--- config.mk ---
export PLATFORM = sky130hd
export DESIGN_NAME = rrag
export DESIGN_NICKNAME = d
export VERILOG_FILES = /design/src/verilog/rrag_pkg.sv /design/src/verilog/addr_stage.sv /design/src/verilog/rrag.sv /design/src/verilog/stage_control.sv /design/src/verilog/tagged_regfile.sv
export VERILOG_INCLUDE_DIRS = /design/src /design/src/verilog
export SDC_FILE = /design/constraint.sdc
export NUM_CORES = 2
export LEC_CHECK = 0
export ABC_AREA = 1
export ABC_CLOCK_PERIOD_IN_PS = 5500
export CORE_MARGIN = 2
export CORE_UTILIZATION = 40
export CTS_BUF_LIST = sky130_fd_sc_hd__clkbuf_8
export DETAILED_ROUTE_END_ITERATION = 7
export DONT_BUFFER_PORTS = 1
export PLACE_DENSITY = 0.51
export SLEW_MARGIN = 20
export SYNTH_ARGS = -nofsm -noshare
export SYNTH_HDL_FRONTEND = slang
export SYNTH_SLANG_ARGS = --single-unit
--- constraint.sdc ---
create_clock -name clk -period 5.5 [get_ports clk]
set_input_delay 1.1 -clock clk [delete_from_list [all_inputs] [get_ports clk]]
set_output_delay 1.1 -clock clk [all_outputs]
set_load 0.02 [all_outputs]
--- src/verilog/rrag_defs.svh ---
`ifndef RRAG_DEFS_SVH
`define RRAG_DEFS_SVH

// Micro-op tag width, tags wrap after 2**W issues.
`define RRAG_TAG_W 4

// General register count.
`define RRAG_GPR_N 8

// Segment register count, higher indices read as zero.
`define RRAG_SEG_N 6

// Downstream slots granted after reset.
`define RRAG_CREDITS 4

// Opaque decode fields carried to the next stage.
`define RRAG_SIDEBAND_W 64

// Widths of the data paths.
`define RRAG_GPR_W 32
`define RRAG_SEG_W 16
`define RRAG_IDX_W 3

`endif

--- src/verilog/rrag_pkg.sv ---
`include "rrag_defs.svh"

package rrag_pkg;

    typedef logic [`RRAG_TAG_W-1:0]      tag_t;
    typedef logic [`RRAG_IDX_W-1:0]      reg_idx_t;
    typedef logic [`RRAG_GPR_W-1:0]      gpr_data_t;
    typedef logic [`RRAG_SEG_W-1:0]      seg_data_t;
    typedef logic [`RRAG_SIDEBAND_W-1:0] sideband_t;

    // Read port 0 is reg1, port 1 the base, port 2 the index, port 3 the string pointer.
    typedef struct packed {
        logic                valid;
        reg_idx_t [3:0]      gpr_idx;
        reg_idx_t [1:0]      seg_idx;
        logic                use_base;
        logic                use_index;
        logic [1:0]          scale;      // Index shift, 0 to 3.
        gpr_data_t           disp;
        logic [1:0]          opsize;     // 1, 2, 4 or 8 bytes.
        logic                mem1_use;
        logic                mem2_use;
        logic                is_rep;
        logic                dst_gpr_valid;
        reg_idx_t            dst_gpr_idx;
        logic                dst_seg_valid;
        reg_idx_t            dst_seg_idx;
        sideband_t           sideband;
    } uop_in_t;

    typedef struct packed {
        logic      valid;
        reg_idx_t  idx;
        gpr_data_t data;
        tag_t      tag;
    } wb_gpr_t;

    typedef struct packed {
        logic      valid;
        reg_idx_t  idx;
        seg_data_t data;
        tag_t      tag;
    } wb_seg_t;

    typedef struct packed {
        logic                valid;
        tag_t                tag;
        gpr_data_t [3:0]     gpr_data;
        logic [3:0]          gpr_pend;   // Still in flight, forward by tag.
        tag_t [3:0]          gpr_tag;
        seg_data_t [1:0]     seg_data;
        gpr_data_t           mem_addr1;
        gpr_data_t           mem_addr1_end;
        gpr_data_t           mem_addr2;
        gpr_data_t           rep_num;
        logic [1:0]          opsize;
        sideband_t           sideband;
    } uop_out_t;

endpackage

--- src/verilog/addr_stage.sv ---
`include "rrag_defs.svh"

module addr_stage (
    input  logic                      clk,
    input  logic                      arst_n,

    input  logic                      issue,
    input  rrag_pkg::tag_t            issue_tag,
    input  rrag_pkg::uop_in_t         in_uop,

    input  rrag_pkg::gpr_data_t [3:0] gpr_data,
    input  logic [3:0]                gpr_pend,
    input  rrag_pkg::tag_t [3:0]      gpr_tag,
    input  rrag_pkg::seg_data_t [1:0] seg_data,

    output rrag_pkg::uop_out_t        out_uop
);

    import rrag_pkg::*;

    gpr_data_t base_val;
    gpr_data_t index_val;
    gpr_data_t seg1_shf;
    gpr_data_t seg2_shf;
    gpr_data_t size_m1;
    gpr_data_t addr1;
    gpr_data_t addr1_end;
    gpr_data_t addr2;
    gpr_data_t rep_val;

    assign base_val  = in_uop.use_base  ? gpr_data[1] : '0;
    assign index_val = in_uop.use_index ? (gpr_data[2] << in_uop.scale) : '0;

    assign seg1_shf  = {seg_data[0], 16'h0000};
    assign seg2_shf  = {seg_data[1], 16'h0000};

    // Wraps at 2**32.
    assign addr1     = base_val + index_val + in_uop.disp + seg1_shf;

    assign size_m1   = (32'd1 << in_uop.opsize) - 32'd1;
    assign addr1_end = addr1 + size_m1;               // Last byte touched.

    assign addr2     = gpr_data[3] + seg2_shf;
    assign rep_val   = in_uop.is_rep ? gpr_data[3] : '0;

    always_ff @(posedge clk or negedge arst_n) begin
        if (!arst_n) begin
            out_uop <= '0;
        end else begin
            out_uop.valid <= issue;                   // One cycle per issue.
            if (issue) begin
                out_uop.tag           <= issue_tag;
                out_uop.gpr_data      <= gpr_data;
                out_uop.gpr_pend      <= gpr_pend;
                out_uop.gpr_tag       <= gpr_tag;
                out_uop.seg_data      <= seg_data;
                out_uop.mem_addr1     <= addr1;
                out_uop.mem_addr1_end <= addr1_end;
                out_uop.mem_addr2     <= addr2;
                out_uop.rep_num       <= rep_val;
                out_uop.opsize        <= in_uop.opsize;
                out_uop.sideband      <= in_uop.sideband;
            end
        end
    end

endmodule

--- src/verilog/rrag.sv ---
`include "rrag_defs.svh"

module rrag (
    input  logic               clk,
    input  logic               arst_n,

    input  rrag_pkg::uop_in_t  in_uop,
    input  rrag_pkg::wb_gpr_t  wb_gpr,
    input  rrag_pkg::wb_seg_t  wb_seg,

    input  logic               flush,
    input  logic               credit_return,

    output logic               stall,
    output rrag_pkg::uop_out_t out_uop
);

    import rrag_pkg::*;

    logic            issue;
    tag_t            issue_tag;

    gpr_data_t [3:0] gpr_data;
    logic [3:0]      gpr_pend;
    tag_t [3:0]      gpr_tag;
    seg_data_t [1:0] seg_data;

    tagged_regfile #(
        .entry_t    (gpr_data_t),
        .ENTRIES    (`RRAG_GPR_N),
        .READ_PORTS (4)
    ) gpr_rf (
        .clk      (clk),
        .arst_n   (arst_n),
        .rd_idx   (in_uop.gpr_idx),
        .rd_data  (gpr_data),
        .rd_pend  (gpr_pend),
        .rd_tag   (gpr_tag),
        .wb_valid (wb_gpr.valid),
        .wb_idx   (wb_gpr.idx),
        .wb_data  (wb_gpr.data),
        .wb_tag   (wb_gpr.tag),
        .mark     (issue && in_uop.dst_gpr_valid),
        .mark_idx (in_uop.dst_gpr_idx),
        .mark_tag (issue_tag),
        .flush    (flush)
    );

    // Segment pending state only matters to later consumers.
    tagged_regfile #(
        .entry_t    (seg_data_t),
        .ENTRIES    (`RRAG_SEG_N),
        .READ_PORTS (2)
    ) seg_rf (
        .clk      (clk),
        .arst_n   (arst_n),
        .rd_idx   (in_uop.seg_idx),
        .rd_data  (seg_data),
        .rd_pend  (),
        .rd_tag   (),
        .wb_valid (wb_seg.valid),
        .wb_idx   (wb_seg.idx),
        .wb_data  (wb_seg.data),
        .wb_tag   (wb_seg.tag),
        .mark     (issue && in_uop.dst_seg_valid),
        .mark_idx (in_uop.dst_seg_idx),
        .mark_tag (issue_tag),
        .flush    (flush)
    );

    stage_control u_stage_control (
        .clk           (clk),
        .arst_n        (arst_n),
        .in_uop        (in_uop),
        .gpr_pend      (gpr_pend),
        .credit_return (credit_return),
        .stall         (stall),
        .issue         (issue),
        .issue_tag     (issue_tag)
    );

    addr_stage u_addr_stage (
        .clk       (clk),
        .arst_n    (arst_n),
        .issue     (issue),
        .issue_tag (issue_tag),
        .in_uop    (in_uop),
        .gpr_data  (gpr_data),
        .gpr_pend  (gpr_pend),
        .gpr_tag   (gpr_tag),
        .seg_data  (seg_data),
        .out_uop   (out_uop)
    );

endmodule

--- src/verilog/stage_control.sv ---
`include "rrag_defs.svh"

module stage_control (
    input  logic              clk,
    input  logic              arst_n,

    input  rrag_pkg::uop_in_t in_uop,
    input  logic [3:0]        gpr_pend,
    input  logic              credit_return,

    output logic              stall,
    output logic              issue,
    output rrag_pkg::tag_t    issue_tag
);

    import rrag_pkg::*;

    localparam int CRED_W = $clog2(`RRAG_CREDITS + 1);

    logic [CRED_W-1:0] credits_q;
    tag_t              tag_q;

    logic base_hazard;
    logic index_hazard;
    logic mem1_hazard;
    logic mem2_hazard;
    logic no_credit;

    assign base_hazard  = in_uop.use_base  && gpr_pend[1];
    assign index_hazard = in_uop.use_index && gpr_pend[2];
    assign mem1_hazard  = in_uop.mem1_use && (base_hazard || index_hazard);

    // String ops and rep count both read the pointer register.
    assign mem2_hazard  = (in_uop.mem2_use || in_uop.is_rep) && gpr_pend[3];

    assign no_credit    = (credits_q == '0);

    assign stall = in_uop.valid && (mem1_hazard || mem2_hazard || no_credit);
    assign issue = in_uop.valid && !stall;

    assign issue_tag = tag_q;

    always_ff @(posedge clk or negedge arst_n) begin
        if (!arst_n) begin
            credits_q <= CRED_W'(`RRAG_CREDITS);
        end else begin
            case ({issue, credit_return})
                2'b10:   credits_q <= credits_q - 1'b1;   // Slot taken.
                2'b01:   credits_q <= credits_q + 1'b1;   // Slot freed.
                default: credits_q <= credits_q;
            endcase
        end
    end

    // Tags wrap freely.
    always_ff @(posedge clk or negedge arst_n) begin
        if (!arst_n) begin
            tag_q <= '0;
        end else if (issue) begin
            tag_q <= tag_q + 1'b1;
        end
    end

endmodule

--- src/verilog/tagged_regfile.sv ---
`include "rrag_defs.svh"

module tagged_regfile #(
    parameter type entry_t    = rrag_pkg::gpr_data_t,
    parameter int  ENTRIES    = `RRAG_GPR_N,
    parameter int  READ_PORTS = 4
) (
    input  logic                                clk,
    input  logic                                arst_n,

    input  rrag_pkg::reg_idx_t [READ_PORTS-1:0] rd_idx,
    output entry_t [READ_PORTS-1:0]             rd_data,
    output logic [READ_PORTS-1:0]               rd_pend,
    output rrag_pkg::tag_t [READ_PORTS-1:0]     rd_tag,

    input  logic                                wb_valid,
    input  rrag_pkg::reg_idx_t                  wb_idx,
    input  entry_t                              wb_data,
    input  rrag_pkg::tag_t                      wb_tag,

    input  logic                                mark,
    input  rrag_pkg::reg_idx_t                  mark_idx,
    input  rrag_pkg::tag_t                      mark_tag,

    input  logic                                flush
);

    import rrag_pkg::*;

    entry_t             data_q [ENTRIES];
    logic [ENTRIES-1:0] pend_q;
    tag_t               tag_q  [ENTRIES];

    always_ff @(posedge clk or negedge arst_n) begin
        if (!arst_n) begin
            pend_q <= '0;
            for (int i = 0; i < ENTRIES; i++) begin
                data_q[i] <= '0;
                tag_q[i]  <= '0;
            end
        end else begin
            for (int i = 0; i < ENTRIES; i++) begin
                if (wb_valid && wb_idx == i) begin
                    data_q[i] <= wb_data;
                    // A stale tag means a younger writer is still in flight.
                    if (wb_tag == tag_q[i]) begin
                        pend_q[i] <= 1'b0;
                    end
                end

                if (flush) begin
                    pend_q[i] <= 1'b0;                // Data is kept.
                end

                if (mark && mark_idx == i) begin
                    pend_q[i] <= 1'b1;                // Overrides clear.
                    tag_q[i]  <= mark_tag;
                end
            end
        end
    end

    // Reads see stored state only, no bypass from writeback.
    always_comb begin
        for (int p = 0; p < READ_PORTS; p++) begin
            if (rd_idx[p] < ENTRIES) begin
                rd_data[p] = data_q[rd_idx[p]];
                rd_pend[p] = pend_q[rd_idx[p]];
                rd_tag[p]  = tag_q[rd_idx[p]];
            end else begin
                rd_data[p] = '0;                      // Unused index.
                rd_pend[p] = 1'b0;
                rd_tag[p]  = '0;
            end
        end
    end

endmodule
# Word-level counts from Yosys, hierarchy flattened
# Index checks and enable logic that the tools add are counted.
# W data, S select, Z words.
[totals]
regBits = 778
output_inout_bits = 380
[op_classes]
addsub = 9
magnitude_cmp = 12
n_eq_ne = 29
shift = 2
mux = 76
bitwise_logic = 6
n_reduce_logical = 63
[ops]
columns = ["cell", "n"]
rows = [
  ["$bmux W32 S3", 4],
  ["$mux W32", 11],
  ["$add A32 B32 Y32", 5],
  ["$bmux W16 S3", 2],
  ["$mux W16", 6],
  ["$bmux W4 S3", 4],
  ["$reduce_bool A3 Y1", 16],
  ["$mux W1", 36],
  ["$eq A4 B4 Y1", 8],
  ["$mux W4", 8],
  ["$shl A1 B2 Y32 const A", 1],
  ["$shl A32 B2 Y32", 1],
  ["$sub A32 B1 Y32 const B", 1],
  ["$eq A3 B3 Y1 const B", 10],
  ["$logic_and A1 B1 Y1", 29],
  ["$ge A4 B4 Y1 const B", 6],
  ["$not A3 Y4", 6],
  ["$eq A3 B2 Y1 const B", 6],
  ["$lt A3 B4 Y1 const B", 4],
  ["$reduce_and A2 Y1", 8],
  ["$bmux W1 S3", 4],
  ["$logic_not A3 Y1", 4],
  ["$eq A3 B1 Y1 const B", 3],
  ["$lt A3 B3 Y1 const B", 2],
  ["9 further kinds", 12],
]

# Depth between registers and ports, before layout
[depth]
word_depth = 14
depth_mapped = 41
depth_no_buf = 38

# By module
# From an unflattened synthesis, not the netlist that was laid out.
[hier_totals]
cells_unflattened = 6997
area_unflattened_um2 = 49565.0
[by_module_without_submodules]
columns = ["module", "instances", "cells_per_inst", "area_each_um2"]
rows = [
  ["tagged_regfile (gpr_rf)", 1, 3456, 21943.5],
  ["addr_stage", 1, 2437, 19690.1],
  ["tagged_regfile (seg_rf)", 1, 1048, 7490.9],
  ["stage_control", 1, 52, 425.4],
  ["rrag", 1, 4, 15.0],
]

# Least setup slack after synthesis
# No wires, ideal clock.
[synth_timing]
path_type = "input to register"
startpoint = "in in_uop[125] in the netlist's numbering"
endpoint = "reg, netlist name u_addr_stage.out_uop[161]"
arrival_ns = 6.176
t_required_ns = 5.383
slack_ns = -0.794
cell_stages = 35
n_path_buf = 4
path_cell_list = "buf_4 -> buf_4 -> buf_2 -> buf_2 -> o21ai_0 -> o21ai_0 -> nor2_1 -> a31oi_1 -> o21ai_0 -> o32a_1 -> fa_1 -> inv_1 -> ha_1 -> ha_1 -> fa_1 -> nand3_1 -> nand3_2 -> nand2_1 -> nand2_1 -> nand2_1 -> nand2_1 -> xnor2_1 -> inv_1 -> ha_1 -> nand2_1 -> nor2_1 -> nand4_1 -> o211ai_1 -> nand2_1 -> o21ai_2 -> nand2_2 -> nand2_1 -> nand3_1 -> nand3_1 -> nand2_1"
[synth_between]
elab_chain_len = 10
word_cells_on_any_way = 20
cone_classes = "add/sub: 4; shift: 1; mux: 6; bitwise: 1; reduce/logical: 8"
[synth_lines]
columns = ["item", "line", "source"]
rows = [
  ["from (decl)", "rrag.sv:7", "input rrag_pkg::uop_in_t in_uop,"],
  ["$not A3 Y4 (not written as such)", "tagged_regfile.sv:67", "rd_data[p] = data_q[rd_idx[p]];"],
  ["$bmux W32 S3", "tagged_regfile.sv:67", ""],
  ["$mux W32 (not written as such) (2 in a row)", "tagged_regfile.sv:67", ""],
  ["$shl A32 B2 Y32", "addr_stage.sv:32", "assign index_val = in_uop.use_index ? (gpr_data[2] << in_uop.scale) : '0;"],
  ["$mux W32", "addr_stage.sv:32", ""],
  ["$add A32 B32 Y32 (3 in a row)", "addr_stage.sv:38", "assign addr1 = base_val + index_val + in_uop.disp + seg1_shf;"],
  ["named net u_addr_stage.addr1[12]", "addr_stage.sv:26", "gpr_data_t addr1;"],
  ["$add A32 B32 Y32", "addr_stage.sv:41", "assign addr1_end = addr1 + size_m1;"],
]
# The timed path passes the listed nets, and every way through them passes these cells. The select of a mux whose other input is x is not followed.
# A chain may end at the register's enable or synchronous reset.

# Final worst setup path
[layout_timing]
startpoint = "in in_uop[125] in the netlist's numbering"
endpoint = "reg, netlist name u_addr_stage.out_uop[157]"
[layout_between]
elab_chain_len = 10
word_cells_on_any_way = 20
cone_classes = "add/sub: 4; shift: 1; mux: 6; bitwise: 1; reduce/logical: 8"
[layout_lines]
columns = ["item", "line"]
rows = [
  ["$not A3 Y4 (not written as such)", "tagged_regfile.sv:67"],
  ["$bmux W32 S3", "tagged_regfile.sv:67"],
  ["$mux W32 (not written as such) (2 in a row)", "tagged_regfile.sv:67"],
  ["$shl A32 B2 Y32", "addr_stage.sv:32"],
  ["$mux W32", "addr_stage.sv:32"],
  ["$add A32 B32 Y32 (3 in a row)", "addr_stage.sv:38"],
  ["named net u_addr_stage.addr1[14]", "addr_stage.sv:26"],
  ["$add A32 B32 Y32", "addr_stage.sv:41"],
]
# The timed path passes the listed nets, and every way through them passes these cells. The select of a mux whose other input is x is not followed.

==> results.yml <==
timing:
  drv_slew: 0
  fin_ws_ns: -0.0330
  fin_setup_tns_ns: -0.0505
  finalCritPeriodShare_pct: 101
  hold_viol: 0
  max_freq_ghz: 0.181
  rsz0062_at_grt: "true"
  worst_pin_slew_ns: 1.07
  post-route-min-period_ns: 5.53
  final-setup-viol-count: 2
  skew_ns: 0.0317
  slew_headroom_pct: 28.6
placement:
  dpl-instance-area_sq_mm: 0.0509
  io_buffers: 0
  post-dp-hpwl_mm: 126
  place.gp.congestion: 0.900
worst_setup_path:
  critPathMaxFanout: 201
  r2r_cells: 27
  crit_path_max_incr_delay_ns: 0.55
  crit_top_cell: "nand2_2"
  crit_slowest_cell: "fa_1"
  required_ns: 6.28
  crit_family: "adder cells"
  startpoint_type: "input pin"
  cp-end-kind: "register"
  crit_type: "in -> reg"
  cp.depth: 33
  crit_arrival_ns: 6.31
  crit_buf_inv: 7
global_route:
  antenna_found_initial: 14
  grt_max_degree: 763
  gr-total-overflow: 0
  grtUsageTotal_pct: 30.9
  grt_pass1_vias: 42163
  grt_first_pass_wirelength_mm: 275
hold_path:
  hold_path.class: "in -> async"
synthesis:
  synth-seq-cells: 762
  synth_area_sq_mm: 0.0462
  synth_edf_count: 0
  avgSynthCellArea_sq_um: 7.23
  synth_top_flop_cell: "dfrtp_1"
  synth.distinct_cells: 51
  synthArstFlopShare_pct: 100
  ys_warn_count: 0
  yosysSeqAreaShare_pct: 41.3
  postSynthCellCount: 6389
  mappedNetlistNets: 6731
cells_and_area:
  nets: 6964
  fillers: 11649
  area_growth_pct: 19.0
  stdcell_area_sq_mm: 0.0550
  drive_gt1_share_pct: 15.3
  multi_input_comb_area_sq_mm: 0.0244
  seqCellArea_sq_mm: 0.0191
routing:
  final_antenna_net_count: 0
  viasPerCell: 5.49
  num_vias: 45248
  dr.first_iter.drc_count: 4229
  routedWlPerCell_microns: 22.8
  dr.pass1.iters: 6
  wl_mm: 188
  drc_errors: 0
clock_network:
  cts.reportedPaths.clkPinSlew_ns: 0.06
  clock_sinks: 762
  htree_levels: 4
  cts_made_buffers: 143
  worst_skew_pair.late_latency_ns: 0.85
  cts_tree: "built"
  cts_buffer_depth: 3
  clockRootBuffer: "clkbuf_8"
run:
  cap_violations: 0
power_and_ir_drop:
  finalPower_w: 0.0294
  p_leak_nw: 26.3
  powerDensity_mw_per_mm2: 535
  peakVddDrop_uv: 384
floorplanning:
  start_util_pct: 40.3
  die_h_microns: 344
  chipWidth_microns: 344
  num_io_pins: 580
  core_area_sq_mm: 0.115
  rows: 124
  dieArea_sq_mm: 0.118
status:
  violations: "setup timing"
  outcome: "finished with violations"
-- kinds of logic (layout without fill, tap and decap cells) --
group                      after synthesis  count (layout)  synth area share (%)
AOI/OAI and AO/OA                     2290            2290                  25.9
xor gates and xnor gates                65              65                  1.23
adders and majority gates              142             142                  4.66
buffers and inverters                 1040            1375                  9.07
DFF                                    762             762                  41.3
muxes                                    1               1                0.0244
other                                    0              10                     0
and+or+nand+nor                       2089            2089                  17.8
-- power by group --
part	internal [W]	switching, W
clock network	0.00306	0.00265
logic	0.00593	0.00721
registers	0.00736	0.00320
-- state kept, by name, indices dropped and copies added (netlist names) --
register	count
gpr_rf.data_q	256
seg_rf.data_q	96
u_stage_control.credits_q	3
gpr_rf.pend_q	8
gpr_rf.tag_q	32
u_stage_control.issue_tag	4
u_addr_stage.out_uop	363
-- path summary, 6_finish.rpt --
path	startpoint	end	slack [ns]
max	in_uop[125]	u_addr_stage.out_uop[157]$_DFFE_PN0P_	-0.03
min	arst_n	u_addr_stage.out_uop[72]$_DFFE_PN0P_	0.32
max in group asynchronous	arst_n	seg_rf.data_q[64]$_DFFE_PN0P_	2.52
max reg2reg	seg_rf.data_q[16]$_DFFE_PN0P_	u_addr_stage.out_uop[157]$_DFFE_PN0P_	0.13
min in group clk	flush	gpr_rf.pend_q[4]$_DFFE_PN0P_	0.35
min reg2reg	gpr_rf.data_q[214]$_DFFE_PN0P_	gpr_rf.data_q[214]$_DFFE_PN0P_	0.48
-- Yosys cell counts, types with 50 or more instances --
library cell / number / share of area, %
o211ai_1: 59 / 0.96
inv_1: 583 / 4.7
fa_1: 50 / 2.2
nand3_1: 78 / 0.85
ha_1: 92 / 2.5
clkbuf_1: 294 / 2.4
a21oi_1: 557 / 6.0
o21ai_0: 1478 / 16
buf_2: 50 / 0.54
buf_4: 60 / 0.98
dfrtp_1: 761 / 41
a31oi_1: 51 / 0.69
nand2_1: 1684 / 14
nor2_1: 224 / 1.8
-- layer usage --
layer	vias to the layer above	track usage, %	part of all wire (%)
li1	21646	-	-
met1	21370	41.5	42
met2	1871	47.7	45
met3	353	7.60	9.2
met4	8	12.3	3.9
met5	-	0	0.023
-- stage by stage --
stage / instances / worst slack, ns / hold WS (ns) / util, %
global route: 8242 / -0.269 / 0.314 / 48.0
global placement: 7962 / -1.07 / 0.467 / 44.4
CTS: 8214 / -0.00440 / -0.117 / 47.1
detailed placement: 7962 / -1.06 / 0.473 / 44.4
floorplan: 6389 / -0.333 / 0.453 / -
finish: 8246 / -0.0330 / 0.317 / 48.0
-- layout by cell type, fill, tap and decap left out, types with 56 or more instances in the layout --
cell | netlist | routed
nand2_2 | 31 | 56
nand3_1 | 78 | 65
o211ai_1 | 59 | 59
buf_4 | 60 | 493
o21ai_0 | 1478 | 1410
nor2_1 | 224 | 209
inv_1 | 583 | 598
o21ai_1 | 28 | 76
clkbuf_8 | 0 | 182
nand2_1 | 1684 | 1642
a21oi_1 | 557 | 539
dfrtp_1 | 761 | 761
-- cell type report --
| type | instances | share of cell area [%] |
|---|---|---|
| antenna | 10 | 0.0455 |
| clock buffer | 182 | 4.56 |
| clock inverter | 65 | 0.694 |
| inverter | 600 | 4.17 |
| multi-input combinational | 4587 | 44.3 |
| sequential | 762 | 34.7 |
| tap | 1512 | 3.44 |
| timing repair buffer | 528 | 8.06 |
-- what timing repair did --
action / CTS / global route
setup endpoints to repair: 9 / 21
hold endpoints to repair: 575 / 2
cloned: 1 / 0
buffers inserted: 4 / 16
gates resized for setup: 14 / 195
pin swaps: 7 / 69
No activity file was read; power rests on OpenSTA's default activity.
